### src/cft_pkg.sv
////////////////////////////////////////////////////////////////////////////
// Shared widths, unit codes and the microinstruction layout
// Only opcodes with their own microprogram are named; others run as a nop
// Strobes in the control word are active low, as on the CFT memory bus
////////////////////////////////////////////////////////////////////////////

package cft_pkg;

   // Data and address width, one word per location
   localparam int word_w   = 16;
   // Micro-step counter, up to 16 steps per microprogram
   localparam int step_w   = 4;
   // Address split used by the AGL
   localparam int page_w   = 6;
   localparam int offset_w = 10;

   // Instruction opcodes, IR bits 15:12
   typedef enum logic [3:0] {
      op_trap = 4'd0,
      op_load = 4'd2,
      op_stor = 4'd3,
      op_jmp  = 4'd6,
      op_op1  = 4'd12,
      op_op2  = 4'd13
   } opcode_t;

   // Unit that drives the internal bus
   typedef enum logic [2:0] {
      ru_none = 3'd0,
      ru_pc   = 3'd1,
      ru_agl  = 3'd2,
      ru_a    = 3'd3,
      ru_mem  = 3'd4
   } read_unit_t;

   // Unit that latches the internal bus at the end of the cycle
   typedef enum logic [2:0] {
      wu_none = 3'd0,
      wu_mar  = 3'd1,
      wu_pc   = 3'd2,
      wu_ir   = 3'd3,
      wu_a    = 3'd4,
      wu_mem  = 3'd5
   } write_unit_t;

   // One microinstruction, 14 bits
   typedef struct packed {
      read_unit_t  read_unit;
      write_unit_t write_unit;
      logic        inc_pc;
      logic        inc_a;
      logic        eval_skip;  // latch skip condition this cycle
      logic        mem_n;
      logic        rd_n;
      logic        wr_n;
      logic        halt;
      logic        end_n;      // low restarts the fetch
   } ctrl_word_t;

   // Nothing moves, no strobe, sequence continues
   localparam ctrl_word_t ctrl_idle = '{
      read_unit:  ru_none,
      write_unit: wu_none,
      inc_pc:     1'b0,
      inc_a:      1'b0,
      eval_skip:  1'b0,
      mem_n:      1'b1,
      rd_n:       1'b1,
      wr_n:       1'b1,
      halt:       1'b0,
      end_n:      1'b1
   };

endpackage

### src/control_unit.sv
////////////////////////////////////////////////////////////////////////////
// CFT control unit top, sequencer and datapath on the memory bus
// reset_pc sets the first fetch address; halt stays high until reset
////////////////////////////////////////////////////////////////////////////

`timescale 1ns/1ps

module control_unit
   import cft_pkg::*;
#(
   parameter logic [word_w-1:0] reset_pc = '0
) (
   input  logic              clock,
   input  logic              rst_n,
   output logic [word_w-1:0] addr,
   output logic [word_w-1:0] wdata,
   input  logic [word_w-1:0] rdata,
   output logic              mem_n,
   output logic              rd_n,
   output logic              wr_n,
   output logic              halt
);

   ctrl_word_t        ctrl;
   logic [word_w-1:0] ir;
   logic [word_w-1:0] acc;
   logic              skip_cond;

   // Opcode in the top nibble of the IR
   micro_sequencer u_seq (
      .clock     (clock),
      .rst_n     (rst_n),
      .opcode    (opcode_t'(ir[word_w-1 -: 4])),
      .skip_cond (skip_cond),
      .ctrl      (ctrl),
      .halt      (halt)
   );

   skip_unit u_skip (
      .acc       (acc),
      .skip_mask (ir[1:0]),
      .skip_cond (skip_cond)
   );

   register_datapath #(
      .reset_pc (reset_pc)
   ) u_dp (
      .clock (clock),
      .rst_n (rst_n),
      .ctrl  (ctrl),
      .rdata (rdata),
      .addr  (addr),
      .wdata (wdata),
      .mem_n (mem_n),
      .rd_n  (rd_n),
      .wr_n  (wr_n),
      .ir    (ir),
      .acc   (acc)
   );

endmodule

### src/micro_sequencer.sv
////////////////////////////////////////////////////////////////////////////
// Micro-step counter and registered skip flag around the microcode ROM
// Step returns to 0 after end_n and holds while halt is high
// Skip keeps its value between OP1 instructions
////////////////////////////////////////////////////////////////////////////

`timescale 1ns/1ps

module micro_sequencer
   import cft_pkg::*;
(
   input  logic       clock,
   input  logic       rst_n,
   input  opcode_t    opcode,
   input  logic       skip_cond,
   output ctrl_word_t ctrl,
   output logic       halt
);

   logic [step_w-1:0] step;
   logic              skip;

   microcode_rom u_rom (
      .opcode (opcode),
      .skip   (skip),
      .step   (step),
      .ctrl   (ctrl)
   );

   // Step counter
   always_ff @(posedge clock or negedge rst_n) begin
      if (!rst_n) begin
         step <= '0;
      end else if (!ctrl.end_n) begin
         step <= '0;
      end else if (!ctrl.halt) begin
         step <= step + 1'b1;
      end
   end

   // Skip flag loads only when the microprogram asks
   always_ff @(posedge clock or negedge rst_n) begin
      if (!rst_n) begin
         skip <= 1'b0;
      end else if (ctrl.eval_skip) begin
         skip <= skip_cond;
      end
   end

   assign halt = ctrl.halt;

   // One strobe at a time, and never outside a memory cycle
   a_strobes: assert property (@(posedge clock) disable iff (!rst_n)
      (!ctrl.rd_n || !ctrl.wr_n) |-> (!ctrl.mem_n && (ctrl.rd_n != ctrl.wr_n)));

endmodule

### src/microcode_rom.sv
////////////////////////////////////////////////////////////////////////////
// Microcode table addressed by opcode, registered skip flag and step
// Purely combinational; steps past the end of a program return to fetch
// Fetch takes steps 0 and 1 for every opcode
////////////////////////////////////////////////////////////////////////////

`timescale 1ns/1ps

module microcode_rom
   import cft_pkg::*;
(
   input  opcode_t           opcode,
   input  logic              skip,
   input  logic [step_w-1:0] step,
   output ctrl_word_t        ctrl
);

   always_comb begin
      // Idle unless a step below says otherwise
      ctrl = ctrl_idle;
      case (step)
         // Fetch, PC to MAR
         step_w'(0): begin
            ctrl.read_unit  = ru_pc;
            ctrl.write_unit = wu_mar;
         end
         // Fetch, memory to IR and step PC past the instruction
         step_w'(1): begin
            ctrl.read_unit  = ru_mem;
            ctrl.write_unit = wu_ir;
            ctrl.mem_n      = 1'b0;
            ctrl.rd_n       = 1'b0;
            ctrl.inc_pc     = 1'b1;
         end
         // First execute step, IR now holds the opcode
         step_w'(2): begin
            case (opcode)
               op_load, op_stor: begin
                  ctrl.read_unit  = ru_agl;
                  ctrl.write_unit = wu_mar;
               end
               op_jmp: begin
                  ctrl.read_unit  = ru_agl;
                  ctrl.write_unit = wu_pc;
                  ctrl.end_n      = 1'b0;
               end
               op_op1: begin
                  ctrl.eval_skip = 1'b1;
               end
               op_op2: begin
                  ctrl.inc_a = 1'b1;
                  ctrl.end_n = 1'b0;
               end
               // TRAP parks here until reset
               op_trap: begin
                  ctrl.halt = 1'b1;
               end
               default: begin
                  ctrl.end_n = 1'b0;
               end
            endcase
         end
         // Second execute step
         step_w'(3): begin
            ctrl.end_n = 1'b0;
            case (opcode)
               op_load: begin
                  ctrl.read_unit  = ru_mem;
                  ctrl.write_unit = wu_a;
                  ctrl.mem_n      = 1'b0;
                  ctrl.rd_n       = 1'b0;
               end
               op_stor: begin
                  ctrl.read_unit  = ru_a;
                  ctrl.write_unit = wu_mem;
                  ctrl.mem_n      = 1'b0;
                  ctrl.wr_n       = 1'b0;
               end
               // Skip the next instruction
               op_op1: begin
                  ctrl.inc_pc = skip;
               end
               default: begin
                  ctrl.inc_pc = 1'b0;
               end
            endcase
         end
         // Unused step, back to fetch
         default: begin
            ctrl.end_n = 1'b0;
         end
      endcase
   end

endmodule

### src/register_datapath.sv
////////////////////////////////////////////////////////////////////////////
// Register file, internal bus and memory port of the control unit
// One value moves per cycle; memory must answer in the same cycle
// The AGL takes its page from PC after the fetch increment
////////////////////////////////////////////////////////////////////////////

`timescale 1ns/1ps

module register_datapath
   import cft_pkg::*;
#(
   parameter logic [word_w-1:0] reset_pc = '0
) (
   input  logic              clock,
   input  logic              rst_n,
   input  ctrl_word_t        ctrl,
   input  logic [word_w-1:0] rdata,
   output logic [word_w-1:0] addr,
   output logic [word_w-1:0] wdata,
   output logic              mem_n,
   output logic              rd_n,
   output logic              wr_n,
   output logic [word_w-1:0] ir,
   output logic [word_w-1:0] acc
);

   logic [word_w-1:0] pc;
   logic [word_w-1:0] mar;
   logic [word_w-1:0] agl;
   logic [word_w-1:0] ibus;
   logic              r_flag;
   logic              w_mar;
   logic              w_pc;
   logic              w_ir;
   logic              w_a;
   logic              w_mem;

   //////////////////////////////////////////////////////////////////////////
   // Unit decode and internal bus
   //////////////////////////////////////////////////////////////////////////

   assign w_mar = (ctrl.write_unit == wu_mar);
   assign w_pc  = (ctrl.write_unit == wu_pc);
   assign w_ir  = (ctrl.write_unit == wu_ir);
   assign w_a   = (ctrl.write_unit == wu_a);
   assign w_mem = (ctrl.write_unit == wu_mem);

   // Bus reads as zero when nothing drives it
   always_comb begin
      case (ctrl.read_unit)
         ru_pc:   ibus = pc;
         ru_agl:  ibus = agl;
         ru_a:    ibus = acc;
         ru_mem:  ibus = rdata;
         default: ibus = '0;
      endcase
   end

   //////////////////////////////////////////////////////////////////////////
   // Address generation
   //////////////////////////////////////////////////////////////////////////

   // R flag clear selects page zero
   assign r_flag = ir[offset_w];
   assign agl    = {pc[word_w-1 -: page_w] & {page_w{r_flag}}, ir[offset_w-1:0]};

   //////////////////////////////////////////////////////////////////////////
   // Registers
   //////////////////////////////////////////////////////////////////////////

   // PC where a bus write wins over the increment
   always_ff @(posedge clock or negedge rst_n) begin
      if (!rst_n) begin
         pc <= reset_pc;
      end else if (w_pc) begin
         pc <= ibus;
      end else if (ctrl.inc_pc) begin
         pc <= pc + 1'b1;
      end
   end

   always_ff @(posedge clock) begin
      if (w_mar) begin
         mar <= ibus;
      end
      if (w_ir) begin
         ir <= ibus;
      end
      // A wraps at 16 bits on increment
      if (w_a) begin
         acc <= ibus;
      end else if (ctrl.inc_a) begin
         acc <= acc + 1'b1;
      end
   end

   // Memory port
   assign addr  = mar;
   assign wdata = w_mem ? ibus : '0;
   assign mem_n = ctrl.mem_n;
   assign rd_n  = ctrl.rd_n;
   assign wr_n  = ctrl.wr_n;

   // A bus write to memory and the write strobe go together
   a_mem_write: assert property (@(posedge clock) disable iff (!rst_n)
      w_mem == !wr_n);

endmodule

### src/skip_unit.sv
////////////////////////////////////////////////////////////////////////////
// Flag unit and skip condition for the OP1 group
// Mask bit 0 tests Z, bit 1 tests N; both set skip on either
////////////////////////////////////////////////////////////////////////////

`timescale 1ns/1ps

module skip_unit
   import cft_pkg::*;
(
   input  logic [word_w-1:0] acc,
   input  logic [1:0]        skip_mask,
   output logic              skip_cond
);

   logic flag_n;
   logic flag_z;

   // Two's complement sign
   assign flag_n = acc[word_w-1];

   // Zero test over the whole accumulator
   assign flag_z = (acc == '0);

   // Masked conditions ORed together
   assign skip_cond = (skip_mask[0] & flag_z) | (skip_mask[1] & flag_n);

endmodule

### config.mk
export PLATFORM = sky130hd
export DESIGN_NAME = control_unit
export DESIGN_NICKNAME = d
export VERILOG_FILES = /design/src/cft_pkg.sv /design/src/control_unit.sv /design/src/micro_sequencer.sv /design/src/microcode_rom.sv /design/src/register_datapath.sv /design/src/skip_unit.sv
export SDC_FILE = /design/constraint.sdc
export NUM_CORES = 1
export LEC_CHECK = 0
export BUFFER_PORTS_ARGS = -buffer_cell sky130_fd_sc_hd__buf_2
export CAP_MARGIN = 20
export CORE_UTILIZATION = 47
export CTS_CLUSTER_DIAMETER = 150
export DETAILED_ROUTE_END_ITERATION = 10
export PLACE_DENSITY = 0.66
export RECOVER_POWER = 50
export SLEW_MARGIN = 20
export SYNTH_ARGS = -nofsm -noshare
export SYNTH_HDL_FRONTEND = slang
export SYNTH_SLANG_ARGS = --single-unit
### constraint.sdc
create_clock -name clock -period 3.95 [get_ports clock]
set_clock_uncertainty 0.1 [all_clocks]
set_input_delay 0.5925 -clock clock [delete_from_list [all_inputs] [get_ports clock]]
set_output_delay 0.5925 -clock clock [all_outputs]
set_load 0.005 [all_outputs]
==> summary.txt, run 1 <==
Synthesis
  • Cell count after synthesis: 373
  • Syn. warnings: 0
  • Cell area after synthesis: 0.00387 mm2
  • Number of synthesized flops with an enable pin: 47
  • Flops & latches, synth: 68
  • Asr flop ratio synth: 0.309
  • Synth Area per Inst: 10.4 um2
  • Distinct cell type count after synthesis: 53
  • Post-Syn Nets: 398
  • Sequential area share after synthesis: 0.500
  • Top FF cell, synth: edfxtp_1

Clock tree
  • CTS Buffer Depth: 2
  • Latest clock arrival within the worst-skew pair: 0.35 ns
  • CTS tree: done
  • Cts bufs inserted: 9
  • Post-CTS setup buffer count: 0
  • Root buf cell: clkbuf_8
  • # clock sinks: 68
  • Clk pin slew, worst setup/hold paths: 0.07 ns
  • Htree depth: 3

STA
  • Final hold vios: 0
  • Setup violators final: 0
  • Final Max Slew Viols: 8
  • Tcrit/Tclk final: 0.926
  • Max transition margin: -0.0173
  • Worst-Margin Slew: 1.51 ns
  • Minimum clock period: 3.66 ns
  • RSZ-0062 raised after global routing: false
  • Fmax: 0.273 GHz
  • Setup TNS: 0 ns

Floorplan
  • Site row count: 32
  • Die area: 0.00861 mm2
  • Die X: 92.8 um
  • Initial Util: 0.493
  • Core area: 0.00785 mm2
  • Num ports: 54
  • Die outline height: 92.8 um

Power and ir drop
  • Leakage: 0.00173 uW
  • Worst VDD drop: 0.280 mV
  • Gate power share: 0.308
  • Power share of the clock group: 0.245
  • Int Pwr: 1660 uW
  • Net switching power: 914 uW
  • Sequential share of power: 0.448
  • Sw Share: 0.356
  • PwrDens: 581 mW/mm2

Global routing
  • First-pass GRT wire length: 16,500 um
  • Initial antenna violation count: 0
  • Total GRT Usage: 0.255
  • Vias in the first global route: 3,101
  • Largest net degree at the start of global routing: 32
  • GRT overflow: 0

Route
  • Post-detailed-routing wire length: 10,300 um
  • WL per Instance: 19.5 um
  • First-pass DRT Iterations: 7
  • Residual DRC: 0
  • WL met1: 4460 um
  • Iteration-0 DRC Markers: 262
  • Top Metal Used: met4
  • Vias per inst: 6.04
  • Wire length on met2: 5080 um
  • Routed Antenna Nets: 0
  • Via count: 3,202
  • Met3 WL: 630 um

Setup path
  • Worst R2R End: u_dp.acc[10]
  • Setup CP Type: reg -> out
  • R2R cell count: 4
  • Req. time, crit path: 3.26 ns
  • Critical path endpoint category: output port
  • Origin of the critical flop-to-flop path: u_seq.step[2]
  • CP arrival: 2.96 ns
  • Worst R2R Setup Slack: 0.50 ns
  • Critical path fanouts, max: 15
  • CP startpoint kind: register

Layout
  • Layout cells sized above 1: 0.182
  • Nets@finish: 448
  • Synth-to-Final Area Change: 14.2%
  • Final Util: 0.564
  • Diode count: 0

Status
  • Outcome: finished with violations
  • Failing checks: max-capacitance violations, max-slew violations

Place
  • PortBufs: 53
  • Placer congestion estimate: 0.881
  • DPL Wire Length: 7370 um

Min path
  • Hold Path Class: in -> async

Flow run
  • Max cap viols: 1
[synth_stat cells (all sizes together) (3+ instances only)]
cell | n | area, um2
and4 | 3 | 26.3
nand3 | 24 | 120
clkbuf | 11 | 41.3
nor4 | 5 | 31.3
inv | 13 | 48.8
buf | 11 | 72.6
a21oi | 46 | 230
o21ai | 9 | 45.0
dfrtp | 21 | 526
a222oi | 14 | 140
nor2b | 6 | 37.5
xnor2 | 8 | 70.1
ha | 7 | 87.6
nor4b | 3 | 26.3
xor2 | 16 | 140
o31ai | 6 | 45.0
a41o | 3 | 32.5
edfxtp | 47 | 1410
nor2 | 14 | 62.6
nand2 | 34 | 128
o211ai | 3 | 22.5
nor3 | 5 | 25.0
and2 | 7 | 43.8
nand4 | 12 | 75.1
and3 | 9 | 56.3
mux2i | 11 | 110
[logic make-up (layout without fill, tap and decap cells)]
family,after synthesis,in the layout,share of synthesized area
muxes,11,11,0.0284
AOI/OAI and AO/OA,94,94,0.163
and+or+nand+nor,133,133,0.188
buffers and inverters,35,90,0.0420
DFF,68,68,0.500
xor gates and xnor gates,24,24,0.0543
adders and majority gates,7,7,0.0226
other,1,1,0.000968
[worst max-delay path: stages, from the launching register on]
cell and delay [ns]:
edfxtp_1 0.60, nand4bb_1 0.53, nor3_2 0.53, a41o_2 0.38
a222oi_1 0.16, a21oi_1 0.26, buf_2 0.16
[final cells by class]
cell class,instances,area [um2]
inverters,13,48.8
repair buffers,61,302
multi-input cells,270,1790
fillers,730,3420
clock buffers,10,128
flip-flops and latches,68,1940
clock inverters,6,88.8
well taps,102,128
[power by group through the flow]
stage	Clock, uW	Sequential (uW)	Combinational (uW)
after floorplan	0	1120	538
after global placement	0	1160	796
after detailed placement	0	1160	801
after CTS	642	1150	804
after global routing	674	1170	878
final	629	1150	791
[flip-flops by register name, indices dropped and copies added (netlist names)]
signal	cells
u_dp.acc	16
u_dp.addr	16
u_seq.step	4
u_dp.pc	16
u_dp.ir	15
u_seq.skip	1
[metrics by stage]
stage,hold slack [ns],area [um2],power [uW],setup WS (ns),std cells
final,0.397,4420,2570,0.293,530
after global routing,0.442,4420,2720,0.0921,530
after CTS,0.128,4440,2590,0.0852,530
after detailed placement,0.422,4230,1960,0.466,514
after global placement,0.418,4230,1950,0.438,514
after floorplan,0.197,3870,1660,0.765,373
[per-layer routing]
metal,track usage,up-vias
met5,0,-
met1,0.334,1540
met2,0.425,129
met3,0.0452,15
li1,-,1518
met4,0.0897,0
[how the worst max path moves through the flow]
stage | cells after the start | start | endpoint | slack, ns
floorplan | 3 | u_dp.ir[12] | u_dp.acc[0] | 0.76
global placement | 8 | u_seq.step[1] | wdata[0] | 0.44
detailed placement | 8 | u_seq.step[1] | wdata[0] | 0.47
CTS | 8 | u_seq.step[1] | wdata[0] | 0.09
global route | 6 | u_dp.ir[14] | wdata[2] | 0.09
finish | 6 | u_dp.ir[14] | wdata[0] | 0.29
[cell usage in the layout (no fill, tap or decap), types with 12 or more instances in the layout]
master / Yosys / routed
nand3_1: 24 / 24
a21oi_1: 46 / 46
a222oi_1: 14 / 14
dfrtp_1: 21 / 21
nand4_1: 12 / 12
inv_1: 13 / 13
clkbuf_1: 11 / 12
nor2_1: 12 / 13
buf_2: 7 / 45
xor2_1: 16 / 16
edfxtp_1: 47 / 47
nand2_1: 34 / 34
[what timing repair did]
item	CTS	global route
hold buffers	0	0
endpoints found under the setup margin	0	11
resized for setup	0	2
No activity file was read; power rests on OpenSTA's default activity.
==> inputs of run 2 (changes only) <==
clock period = 3.5 ns   (was 3.95 ns; I/O delays follow)
==> summary.txt, run 2 (synthesized netlist as in run 1, its figures left out) <==
Layout
  • Commonest non-fill, non-tap cell in the layout: edfxtp_1 (unchanged)
  • Commonest non-fill, non-tap cells in the layout: edfxtp_1, a21oi_1, buf_2, nand2_1, nand3_1 (unchanged)
  • Final Util: 0.567 (was 0.564)
  • Diode count: 0 (unchanged)
  • Nets@finish: 453 (was 448)
  • Synth-to-Final Area Change: 14.8% (was 14.2%)
  • Filler Cell Count: 723 (was 730)
  • Layout cells sized above 1: 0.189 (was 0.182)

Route
  • Met3 WL: 625 um (was 630 um)
  • Wire length on met2: 4800 um (was 5080 um)
  • Routed Antenna Nets: 0 (unchanged)
  • Top Metal Used: met4 (unchanged)
  • Via count: 3,268 (was 3,202)
  • First-pass DRT Iterations: 5 (was 7)
  • Residual DRC: 0 (unchanged)
  • Vias per inst: 6.11 (was 6.04)
  • WL per Instance: 18.9 um (was 19.5 um)
  • Iteration-0 DRC Markers: 248 (was 262)
  • WL met1: 4480 um (was 4460 um)
  • Post-detailed-routing wire length: 10,100 um (was 10,300 um)

Floorplan
  • Initial Util: 0.493 (unchanged)
  • Die area: 0.00861 mm2 (unchanged)
  • Site row count: 32 (unchanged)
  • Die X: 92.8 um (unchanged)
  • Die outline height: 92.8 um (unchanged)
  • Core area: 0.00785 mm2 (unchanged)
  • Num ports: 54 (unchanged)

Clock tree
  • CTS Buffer Depth: 2 (unchanged)
  • Htree depth: 3 (unchanged)
  • Cts bufs inserted: 9 (unchanged)
  • Root buf cell: clkbuf_8 (unchanged)
  • Latest clock arrival within the worst-skew pair: 0.34 ns (was 0.35 ns)
  • # clock sinks: 68 (unchanged)
  • Clk pin slew, worst setup/hold paths: 0.07 ns (about the same)
  • CTS tree: done (unchanged)

Min path
  • Hold Path Class: in -> async (unchanged)

Power and ir drop
  • Power share of the clock group: 0.219 (was 0.245)
  • Sequential share of power: 0.454 (was 0.448)
  • Int Pwr: 1810 uW (was 1660 uW)
  • Gate power share: 0.327 (was 0.308)
  • Sw Share: 0.359 (was 0.356)
  • Leakage: 0.00175 uW (was 0.00173 uW)
  • Final Total Pwr: 2830 uW (was 2570 uW)
  • PwrDens: 637 mW/mm2 (was 581 mW/mm2)
  • Worst VDD drop: 0.353 mV (was 0.280 mV)
  • Net switching power: 1020 uW (was 914 uW)

Setup path
  • CP startpoint kind: register (unchanged)
  • Req. time, crit path: 2.87 ns (was 3.26 ns)
  • Worst R2R Setup Slack: 0.63 ns (was 0.50 ns)
  • Crit path max-delay family: compound AO/OA/AOI/OAI gates (was simple AND/OR/NAND/NOR gates)
  • Critical path, cell by cell: inv_1 -> ha_1 -> or3_1 -> nor3_1 -> a41o_2 -> a222oi_1 -> a21oi_1 -> buf_2 (was nand4bb_1 -> nor3_2 -> a41o_2 -> a222oi_1 -> a21oi_1 -> buf_2)
  • Critical path depth: 8 (was 6)
  • Master of the slowest instance on the critical path: or3_1 (was edfxtp_1)
  • Setup CP Type: reg -> out (unchanged)
  • WP buf/inv: 2 (was 1)
  • R2R cell count: 7 (was 4)
  • Crit path capture: wdata[0] (unchanged)
  • Critical path fanouts, max: 15 (unchanged)
  • Origin of the critical flop-to-flop path: u_seq.step[0] (was u_seq.step[2])
  • Critical Path Start: u_seq.step[1] (was u_dp.ir[14])
  • Worst R2R End: u_dp.acc[0] (was u_dp.acc[10])
  • Worst path max stage delay: 0.46 ns (was 0.60 ns)
  • Critical path endpoint category: output port (unchanged)
  • CP arrival: 2.74 ns (was 2.96 ns)

Status
  • Outcome: complete, no violations (was finished with violations)

STA
  • Hold slack: 0.355 ns (was 0.397 ns)
  • RSZ-0062 raised after global routing: true (was false)
  • Setup WS post-layout: 0.137 ns (was 0.293 ns)
  • Setup violators final: 0 (unchanged)
  • Max transition margin: 0.138 (was -0.0173)
  • Tcrit/Tclk final: 0.961
  • Final Max Slew Viols: 0 (was 8)
  • Fmax: 0.297 GHz
  • Setup TNS: 0 ns (unchanged)
  • Worst-Margin Slew: 1.29 ns (was 1.51 ns)
  • Final hold vios: 0 (unchanged)
  • Minimum clock period: 3.36 ns

Place
  • Place WS: 0.310 ns (was 0.466 ns)
  • DPL Wire Length: 7180 um (was 7370 um)
  • Placer congestion estimate: 0.930 (was 0.881)
  • PortBufs: 53 (unchanged)

Global routing
  • Total GRT Usage: 0.248 (was 0.255)
  • GRT overflow: 0 (unchanged)
  • Vias in the first global route: 3,104 (was 3,101)
  • Initial antenna violation count: 0 (unchanged)
  • First-pass GRT wire length: 16,200 um (was 16,500 um)
  • Largest net degree at the start of global routing: 22 (was 32)

Flow run
  • Max cap viols: 0 (was 1)
## run 2: final cells by class
class                      count  area, um2  share of cell area
clock buffer                  11        131              0.0295
clock inverter                 5       52.6              0.0118
multi-input combinational    270       1800               0.405
tap                          102        128              0.0287
inverter                      13       48.8              0.0110
timing repair buffer          66        348              0.0782
sequential                    68       1940               0.436
## run 2: worst min path at each step
stage | start | end | slack [ns] | cells after the start
5_1_grt | rst_n | u_dp.pc[8] | 0.44 | 1
3_5_place_dp | u_seq.skip | u_seq.skip | 0.41 | 1
2_1_floorplan | rst_n | u_dp.pc[0] | 0.13 | 0
3_3_place_gp | u_seq.skip | u_seq.skip | 0.38 | 1
6_report | rst_n | u_dp.pc[6] | 0.36 | 1
4_1_cts | rst_n | u_dp.pc[8] | 0.07 | 1
## run 2: layer usage
layer / vias to the layer above / track usage
met5: - / 0
met4: 0 / 0.109
met3: 19 / 0.0402
met2: 153 / 0.394
met1: 1568 / 0.334
li1: 1528 / -
## run 2: repair_timing
action	in CTS	in global routing
setup endpoints to repair	2	6
resized for setup	1	3
pin swaps	0	2
cloned	0	0
hold buffers	0	0
setup buffers	0	1
## run 2: stage by stage
step,instance area (um2),cells
floorplan,3870,373
global placement,4260,518
detailed placement,4260,518
CTS,4440,534
global route,4450,535
finish,4450,535
## run 2: power groups by stage
stage	Sequential [uW]	Clock, uW	Combinational (uW)
final	1290	620	926
after global routing	1310	667	1020
after CTS	1280	631	915
after detailed placement	1300	0	908
after global placement	1290	0	893
after floorplan	1270	0	608
